==> config.mk <==
export PLATFORM = sky130hd
export DESIGN_NAME = cpuCore
export DESIGN_NICKNAME = d
export VERILOG_FILES = /design/src/common/isaPkg.sv /design/src/common/coreCtrlPkg.sv /design/src/control/controlFsm.sv /design/src/hdl/regFile.sv /design/src/hdl/aluUnit.sv /design/src/hdl/memAlign.sv /design/src/hdl/cpuCore.sv
export SDC_FILE = /design/constraint.sdc
export NUM_CORES = 2
export LEC_CHECK = 0
export CORE_ASPECT_RATIO = 1.5
export CORE_UTILIZATION = 60
export CTS_CLUSTER_DIAMETER = 30
export DETAILED_ROUTE_END_ITERATION = 6
export DONT_BUFFER_PORTS = 1
export PLACE_DENSITY_LB_ADDON = 0.08
export SLEW_MARGIN = 30
export SYNTH_ARGS = -nofsm -noshare
export SYNTH_HDL_FRONTEND = slang
export SYNTH_HIERARCHICAL = 1
export SYNTH_SLANG_ARGS = --single-unit
==> constraint.sdc <==
create_clock -name clk -period 18.45 [get_ports clk]
set_input_delay 1.845 -clock clk [delete_from_list [all_inputs] [get_ports clk]]
set_output_delay 1.845 -clock clk [all_outputs]
set_load 0.02 [all_outputs]
==> src/common/isaPkg.sv <==
`default_nettype none

package isaPkg;

	localparam int dataWidth = 32;
	localparam int regAddrWidth = 5;
	localparam int immWidth = 16;
	localparam int targetWidth = 26;
	localparam logic [dataWidth-1:0] resetPc = 32'hbfc00000;

	typedef logic [dataWidth-1:0] word_t;
	typedef logic [regAddrWidth-1:0] regAddr_t;

	// Major opcodes where special covers register-register and shifts
	typedef enum logic [5:0] {
		opSpecial = 6'b000000,
		opJ       = 6'b000010,
		opBeq     = 6'b000100,
		opBne     = 6'b000101,
		opAddiu   = 6'b001001,
		opSlti    = 6'b001010,
		opSltiu   = 6'b001011,
		opAndi    = 6'b001100,
		opOri     = 6'b001101,
		opXori    = 6'b001110,
		opLui     = 6'b001111,
		opLb      = 6'b100000,
		opLw      = 6'b100011,
		opLbu     = 6'b100100,
		opSb      = 6'b101000,
		opSw      = 6'b101011
	} opcode_t;

	typedef enum logic [5:0] {
		fnSll  = 6'b000000,
		fnSrl  = 6'b000010,
		fnSra  = 6'b000011,
		fnAddu = 6'b100001,
		fnSubu = 6'b100011,
		fnAnd  = 6'b100100,
		fnOr   = 6'b100101,
		fnXor  = 6'b100110,
		fnNor  = 6'b100111,
		fnSlt  = 6'b101010,
		fnSltu = 6'b101011
	} funct_t;

	// R-type layout; immediate is bits 15:0 and jump target bits 25:0
	typedef struct packed {
		opcode_t opcode;
		regAddr_t rs;
		regAddr_t rt;
		regAddr_t rd;
		logic [4:0] shamt;
		funct_t funct;
	} instr_t;

endpackage

`default_nettype wire

==> src/common/coreCtrlPkg.sv <==
`default_nettype none

package coreCtrlPkg;

	import isaPkg::*;

	typedef enum logic [2:0] {
		Fetch,
		Decode,
		Execute,
		Load,
		Store,
		Writeback
	} coreState_t;

	typedef enum logic [3:0] {
		aluAdd,
		aluSub,
		aluAnd,
		aluOr,
		aluXor,
		aluNor,
		aluSlt,
		aluSltu,
		aluSll,
		aluSrl,
		aluSra,
		aluPassB
	} aluOp_t;

	typedef enum logic [1:0] {
		memNone,
		memByte,
		memWord
	} memSize_t;

	// Source of the ALU B operand
	typedef enum logic [1:0] {
		bReg,
		bSignImm,
		bZeroImm
	} bSel_t;

	typedef struct packed {
		aluOp_t aluOp;
		logic shiftByImm;
		bSel_t bSel;
		logic destIsRd;
		logic regWrite;
		logic memToReg;
		logic isLoad;
		logic isStore;
		memSize_t memSize;
		logic loadSigned;
		logic upperImm;
		logic branchEq;
		logic branchNe;
		logic jump;
	} ctrlWord_t;

	typedef struct packed {
		logic en;
		word_t addr;
	} instReq_t;

	typedef struct packed {
		logic en;
		logic [3:0] wen;
		word_t addr;
		word_t wdata;
	} dataReq_t;

	typedef struct packed {
		word_t pc;
		logic [3:0] wen;
		regAddr_t wnum;
		word_t wdata;
	} wbTrace_t;

endpackage

`default_nettype wire

==> src/control/controlFsm.sv <==
`default_nettype none

module controlFsm (
	input wire logic clk,
	input wire logic resetn,
	input wire isaPkg::instr_t instr,
	output coreCtrlPkg::coreState_t state,
	output coreCtrlPkg::ctrlWord_t ctrl,
	output logic pcLoad
);

	import isaPkg::*;
	import coreCtrlPkg::*;

	coreState_t nextState;
	ctrlWord_t decoded;

	always_ff @(posedge clk)
	begin
		if (!resetn)
			state <= Fetch;
		else
			state <= nextState;
	end

	always_comb
	begin
		case (state)
			Fetch: nextState = Decode;
			Decode: nextState = Execute;
			Execute:
			begin
				if (ctrl.isLoad)
					nextState = Load;
				else if (ctrl.isStore)
					nextState = Store;
				else if (ctrl.regWrite)
					nextState = Writeback;
				else
					// branches, jumps and undecoded words end here
					nextState = Fetch;
			end
			Load: nextState = Writeback;
			default: nextState = Fetch;
		endcase
	end

	// PC moves once per instruction
	assign pcLoad = (state == Execute);

	always_comb
	begin
		decoded = '0;
		case (instr.opcode)
			opSpecial:
			begin
				decoded.destIsRd = 1'b1;
				decoded.regWrite = 1'b1;
				case (instr.funct)
					fnAddu: decoded.aluOp = aluAdd;
					fnSubu: decoded.aluOp = aluSub;
					fnAnd: decoded.aluOp = aluAnd;
					fnOr: decoded.aluOp = aluOr;
					fnXor: decoded.aluOp = aluXor;
					fnNor: decoded.aluOp = aluNor;
					fnSlt: decoded.aluOp = aluSlt;
					fnSltu: decoded.aluOp = aluSltu;
					fnSll, fnSrl, fnSra:
					begin
						decoded.shiftByImm = 1'b1;
						decoded.aluOp = (instr.funct == fnSll) ? aluSll :
							(instr.funct == fnSrl) ? aluSrl : aluSra;
					end
					default: decoded = '0;
				endcase
			end
			opAddiu, opSlti, opSltiu:
			begin
				decoded.regWrite = 1'b1;
				decoded.bSel = bSignImm;
				decoded.aluOp = (instr.opcode == opAddiu) ? aluAdd :
					(instr.opcode == opSlti) ? aluSlt : aluSltu;
			end
			opAndi, opOri, opXori:
			begin
				decoded.regWrite = 1'b1;
				decoded.bSel = bZeroImm;
				decoded.aluOp = (instr.opcode == opAndi) ? aluAnd :
					(instr.opcode == opOri) ? aluOr : aluXor;
			end
			opLui:
			begin
				decoded.regWrite = 1'b1;
				decoded.bSel = bZeroImm;
				decoded.aluOp = aluPassB;
				decoded.upperImm = 1'b1;
			end
			opLw, opLb, opLbu:
			begin
				decoded.bSel = bSignImm;
				decoded.isLoad = 1'b1;
				decoded.memToReg = 1'b1;
				decoded.regWrite = 1'b1;
				decoded.memSize = (instr.opcode == opLw) ? memWord : memByte;
				decoded.loadSigned = (instr.opcode == opLb);
			end
			opSw, opSb:
			begin
				decoded.bSel = bSignImm;
				decoded.isStore = 1'b1;
				decoded.memSize = (instr.opcode == opSw) ? memWord : memByte;
			end
			opBeq, opBne:
			begin
				decoded.aluOp = aluSub;
				decoded.branchEq = (instr.opcode == opBeq);
				decoded.branchNe = (instr.opcode == opBne);
			end
			opJ: decoded.jump = 1'b1;
			default: decoded = '0;
		endcase
	end

	// Captured at end of Decode and dropped on the way back to Fetch
	always_ff @(posedge clk)
	begin
		if (!resetn)
			ctrl <= '0;
		else if (state == Decode)
			ctrl <= decoded;
		else if (nextState == Fetch)
			ctrl <= '0;
	end

endmodule

`default_nettype wire

==> src/hdl/regFile.sv <==
`default_nettype none

module regFile (
	input wire logic clk,
	input wire logic resetn,
	input wire isaPkg::regAddr_t raddr1,
	input wire isaPkg::regAddr_t raddr2,
	output isaPkg::word_t rdata1,
	output isaPkg::word_t rdata2,
	input wire logic wen,
	input wire isaPkg::regAddr_t waddr,
	input wire isaPkg::word_t wdata
);

	import isaPkg::*;

	localparam int numRegs = 2 ** regAddrWidth;

	word_t regs [1:numRegs-1];

	always_ff @(posedge clk)
	begin
		if (!resetn)
		begin
			for (int i = 1; i < numRegs; i++)
				regs[i] <= '0;
		end
		else if (wen && (waddr != '0))
			regs[waddr] <= wdata;
	end

	// Register zero reads as zero
	assign rdata1 = (raddr1 == '0) ? '0 : regs[raddr1];
	assign rdata2 = (raddr2 == '0) ? '0 : regs[raddr2];

endmodule

`default_nettype wire

==> src/hdl/aluUnit.sv <==
`default_nettype none

module aluUnit (
	input wire coreCtrlPkg::aluOp_t op,
	input wire isaPkg::word_t a,
	input wire isaPkg::word_t b,
	output isaPkg::word_t result,
	output logic zero
);

	import coreCtrlPkg::*;

	logic [4:0] shiftAmt;

	assign shiftAmt = a[4:0];

	always_comb
	begin
		case (op)
			aluAdd: result = a + b;
			aluSub: result = a - b;
			aluAnd: result = a & b;
			aluOr: result = a | b;
			aluXor: result = a ^ b;
			aluNor: result = ~(a | b);
			aluSlt: result = {31'd0, $signed(a) < $signed(b)};
			aluSltu: result = {31'd0, a < b};
			// shifts act on b, the rt operand
			aluSll: result = b << shiftAmt;
			aluSrl: result = b >> shiftAmt;
			aluSra: result = $signed(b) >>> shiftAmt;
			aluPassB: result = b;
			default: result = '0;
		endcase
	end

	// Used by beq and bne after a subtract
	assign zero = (result == '0);

endmodule

`default_nettype wire

==> src/hdl/memAlign.sv <==
`default_nettype none

module memAlign (
	input wire logic [1:0] offset,
	input wire coreCtrlPkg::memSize_t size,
	input wire logic loadSigned,
	input wire isaPkg::word_t storeData,
	input wire isaPkg::word_t rawLoad,
	output isaPkg::word_t loadWord,
	output logic [3:0] storeWen,
	output isaPkg::word_t storeWdata
);

	import isaPkg::*;
	import coreCtrlPkg::*;

	logic [7:0] laneByte;
	logic extBit;

	always_comb
	begin
		case (offset)
			2'd0: laneByte = rawLoad[7:0];
			2'd1: laneByte = rawLoad[15:8];
			2'd2: laneByte = rawLoad[23:16];
			default: laneByte = rawLoad[31:24];
		endcase
	end

	assign extBit = loadSigned & laneByte[7];

	assign loadWord = (size == memByte) ? {{(dataWidth - 8){extBit}}, laneByte} : rawLoad;

	// Byte stores go out on every lane and the strobe picks the one that lands
	always_comb
	begin
		case (size)
			memByte:
			begin
				storeWen = 4'b0001 << offset;
				storeWdata = {4{storeData[7:0]}};
			end
			memWord:
			begin
				storeWen = 4'b1111;
				storeWdata = storeData;
			end
			default:
			begin
				storeWen = 4'b0000;
				storeWdata = storeData;
			end
		endcase
	end

endmodule

`default_nettype wire

==> src/hdl/cpuCore.sv <==
`default_nettype none

module cpuCore (
	input wire logic clk,
	input wire logic resetn,
	output coreCtrlPkg::instReq_t instReq,
	input wire isaPkg::word_t instRdata,
	output coreCtrlPkg::dataReq_t dataReq,
	input wire isaPkg::word_t dataRdata,
	output coreCtrlPkg::wbTrace_t trace
);

	import isaPkg::*;
	import coreCtrlPkg::*;

	coreState_t state;
	ctrlWord_t ctrl;
	logic pcLoad;

	word_t pc;
	word_t instPc;
	instr_t instReg;
	instr_t decodeInstr;
	word_t aluReg;

	word_t rdata1;
	word_t rdata2;
	word_t aluA;
	word_t aluB;
	word_t aluResult;
	logic aluZero;
	word_t loadWord;
	logic [3:0] storeWen;
	word_t storeWdata;

	logic [immWidth-1:0] imm;
	word_t pcPlus4;
	word_t branchTarget;
	word_t jumpTarget;
	word_t nextPc;
	logic branchTaken;
	regAddr_t destReg;
	word_t wbData;

	// Fetched word is valid on instRdata during Decode
	assign decodeInstr = (state == Decode) ? instr_t'(instRdata) : instReg;

	controlFsm i_controlFsm (
		.clk(clk),
		.resetn(resetn),
		.instr(decodeInstr),
		.state(state),
		.ctrl(ctrl),
		.pcLoad(pcLoad)
	);

	always_ff @(posedge clk)
	begin
		if (!resetn)
			pc <= resetPc;
		else if (pcLoad)
			pc <= nextPc;
	end

	always_ff @(posedge clk)
	begin
		if (state == Decode)
		begin
			instReg <= instr_t'(instRdata);
			instPc <= pc;
		end
		if (state == Execute)
			aluReg <= aluResult;
	end

	regFile i_regFile (
		.clk(clk),
		.resetn(resetn),
		.raddr1(instReg.rs),
		.raddr2(instReg.rt),
		.rdata1(rdata1),
		.rdata2(rdata2),
		.wen(state == Writeback),
		.waddr(destReg),
		.wdata(wbData)
	);

	assign imm = instReg[immWidth-1:0];

	assign aluA = ctrl.shiftByImm ? {{(dataWidth - $bits(instReg.shamt)){1'b0}}, instReg.shamt}
		: rdata1;

	always_comb
	begin
		case (ctrl.bSel)
			bSignImm: aluB = {{(dataWidth - immWidth){imm[immWidth-1]}}, imm};
			bZeroImm: aluB = {{(dataWidth - immWidth){1'b0}}, imm};
			default: aluB = rdata2;
		endcase
	end

	aluUnit i_aluUnit (
		.op(ctrl.aluOp),
		.a(aluA),
		.b(aluB),
		.result(aluResult),
		.zero(aluZero)
	);

	// Next PC
	assign pcPlus4 = pc + 32'd4;
	assign branchTarget = pcPlus4 + {{(dataWidth - immWidth - 2){imm[immWidth-1]}}, imm, 2'b00};
	assign jumpTarget = {pcPlus4[dataWidth-1:targetWidth+2], instReg[targetWidth-1:0], 2'b00};
	assign branchTaken = (ctrl.branchEq & aluZero) | (ctrl.branchNe & ~aluZero);
	assign nextPc = ctrl.jump ? jumpTarget : (branchTaken ? branchTarget : pcPlus4);

	memAlign i_memAlign (
		.offset(aluReg[1:0]),
		.size(ctrl.memSize),
		.loadSigned(ctrl.loadSigned),
		.storeData(rdata2),
		.rawLoad(dataRdata),
		.loadWord(loadWord),
		.storeWen(storeWen),
		.storeWdata(storeWdata)
	);

	assign destReg = ctrl.destIsRd ? instReg.rd : instReg.rt;

	// lui shifts its immediate into the upper half here
	assign wbData = ctrl.memToReg ? loadWord
		: (ctrl.upperImm ? {aluReg[immWidth-1:0], {immWidth{1'b0}}} : aluReg);

	assign instReq.en = (state == Fetch);
	assign instReq.addr = pc;

	assign dataReq.en = (state == Load) || (state == Store);
	assign dataReq.wen = (state == Store) ? storeWen : 4'b0000;
	assign dataReq.addr = aluReg;
	assign dataReq.wdata = storeWdata;

	assign trace.pc = instPc;
	assign trace.wen = {4{state == Writeback}};
	assign trace.wnum = destReg;
	assign trace.wdata = wbData;

endmodule

`default_nettype wire

==> metrics.csv <==
metric,value,unit
status,"finished, violations left",
failed_checks,design-rule violations,
nets,6241,
areaGrowthSynthToFinish,11.3,%
r2r-end,pc[31],
clk_pin_slew,0.05,ns
synth_simple_gate_area_share,0.152,
max_freq,86.9,MHz
place_area,76800,um^2
fin_area,83500,um^2
clk_path_buf_depth,3,
period_share,0.624,
post_cts_buffers,0,
ant_nets,0,
maxCapViolations,0,
p_leak,0.0307,uW
hp-class,flop to flop,
avgSynthCellArea,12.1,um^2
overflow,0,
max_slew.worst_pin.slew,1.15,ns
seq_area,34300,um^2
pwr-share-comb,0.556,
cts_tree,yes,
hold_start,i_controlFsm/ctrl[7],
netlist_area,75000,um^2
dieArea,126000,um^2
cp.required,19.13,ns
synth_cells,6190,
clock_skew,0.0442,ns
ys_types,116,
clock_latency,0.84,ns
intPower,8280,uW
synth_top_family_by_area,multiplexers,
synth_seq_cells,1169,
num_vias,58582,
h-tree-depth,4,
rows,158,
critPathKind,flop to flop,
r2r_slack,6.94,ns
grt_max_degree,132,
fill_cells,8912,
io_buffers,0,
total_power,15800,uW
cp-start-kind,flop,
pin_count,241,
async_flop_share,0,
synth_edf_count,1086,
synthAdderAreaFrac,0.0238,
gp_congestion,1.07,
core,124000,um^2
initial_core_util,0.606,
synth_xor_area_frac,0.00736,
layout_commonest_cell,edfxtp_1,
seq_area_frac_synth,0.457,
finalSetupTns,0,ns
post_cts_resized,0,
reg2regPathDepth,24,
r2r-start,instReg[24],
pwr_density_cell,189,nW/um^2
drt_wl_total,296000,um
synthFlopType,edfxtp_1,
cts_buffers,185,
worst_setup_path_end_kind,flop,
seqPwrFrac,0.214,
hpwlAfterDp,198000,um
antenna_found_initial,29,
clkSinkCount,1169,
grt_pass1_wl,418000,um
drc,5,
yosys_warnings,6,
grt_pass1_vias,58178,
slew_headroom,0.227,
avgViaCountPerCell,7.50,
synthMuxAreaShare,0.206,
p_switching,7480,uW
rsz0062_at_grt,no,
dr.pass1.iters,7,
die_h,435,um
irDropWorstVdd,171,uV
track_usage,0.467,
switching_share,0.475,
pwr-share-clk,0.229,
final_cell_mix,"1,086 x edfxtp_1, 1,015 x and2_1, 521 x mux4_2, 256 x nand2_1, 232 x mux2i_1",
cp-startpoint,instReg[24],
hold_viol,0,
crit_arrival,12.20,ns
dp.cells,7445,
setup_viol,0,
min_path_cells,2,
clockRootBuffer,clkbuf_16,
final_cell_count_no_fill,7813,
worstSetupEndpoint,pc[31],
first_iter_violations,7737,
slew_viol_final,0,
synth-compound-area-share,0.108,
period_minus_slack,11.51,ns
drt-wirelength-per-cell,37.9,um
drive_gt1_frac,0.218,
postCtsHoldBufs,0,
crit_fanout,60,
multi_input_area,38200,um^2
die_w,291,um
per-layer routing:
layer	track usage	share of wire	vias to the layer above
met5	0	0.00076	-
met1	0.508	0.31	28941
met2	0.744	0.47	4580
met4	0.412	0.10	28
met3	0.139	0.12	1576
li1	-	-	23457
worst max-delay path: stages (launching register included):
cell       delay (ns)
dfxtp_2          0.85
buf_4            0.65
or2_2            0.21
buf_4            0.47
nor4_4           0.04
buf_4            0.35
nor3_1           0.56
mux2_4           0.82
buf_4            0.59
mux2_2           0.44
mux2i_1          0.83
mux2_2           0.51
o22ai_2          0.35
nor2_1           0.18
nor2_1           0.07
a2111oi_0        0.81
o221ai_1         0.37
a211oi_1         0.48
and4b_1          0.95
mux2_2           0.62
nand2_1          0.26
nor2_1           0.06
mux2i_1          0.17
mux2i_1          0.22
mux2_1           0.34
sequential cells by signal (all words and copies together), names as in the netlist:
register,count
imm,16
aluReg,32
i_controlFsm/state,3
i_controlFsm/ctrl,18
instPc,30
instReg,16
pc,30
i_regFile/regs,1024
cell type report:
type                       count  area share
multi-input combinational   4270       0.457
sequential                  1169       0.411
clock buffer                 216      0.0582
tap                         1600      0.0240
timing repair buffer         226      0.0210
clock inverter               134      0.0196
inverter                     182     0.00819
antenna                       16    0.000480
stage by stage:
step	util	setup WS [ns]	hold slack, ns
2_1_floorplan	-	10.79	0.441
3_3_place_gp	0.620	7.48	0.455
3_5_place_dp	0.621	7.83	0.460
4_1_cts	0.673	7.79	0.467
5_1_grt	0.674	6.82	0.495
6_report	0.674	6.94	0.470
power by group through the flow:
stage          registers (uW)  clock network, uW  logic, uW
2_1_floorplan            3270                  0       5460
3_3_place_gp             3410                  0       8130
3_5_place_dp             3420                  0       8170
4_1_cts                  3370               3630       8200
5_1_grt                  3390               3730       8970
6_report                 3380               3620       8770
kinds of logic (layout without fill, tap and decap cells):
logic type,after synthesis,count (layout)
adders and majority gates,141,141
other,2,52
muxes,869,869
xor gates and xnor gates,63,63
buffers and inverters,785,758
and+or+nand+nor,2018,2018
AOI/OAI and AO/OA,1143,1143
DFF,1169,1169
synthesized netlist by cell type (45+ instances only):
master    number  area share
a211oi_1      49      0.0049
nor3_1        99      0.0066
nor2_1       227       0.011
buf_2         53      0.0035
a21oi_1      175       0.012
o22ai_1      137       0.011
mux4_2       521        0.16
inv_1        178      0.0089
dfxtp_1       83       0.022
and2_1      1016       0.085
clkbuf_1     430       0.022
a22o_1        93       0.011
o21ai_0      210       0.014
buf_4         62      0.0062
mux2i_1      233       0.031
nor2b_1       71      0.0059
nand2_1      256       0.013
xnor2_1       45      0.0053
ha_1         138       0.023
nand3_1       85      0.0057
edfxtp_1    1086        0.43
mux2_2       107       0.016
worst min path at each step:
stage                      endpoint
2_1_floorplan  i_controlFsm/ctrl[7]
3_3_place_gp   i_controlFsm/ctrl[7]
3_5_place_dp   i_controlFsm/ctrl[7]
4_1_cts        i_controlFsm/ctrl[7]
5_1_grt        i_controlFsm/ctrl[7]
6_report       i_controlFsm/ctrl[7]
(Power assumes the default switching activity.)
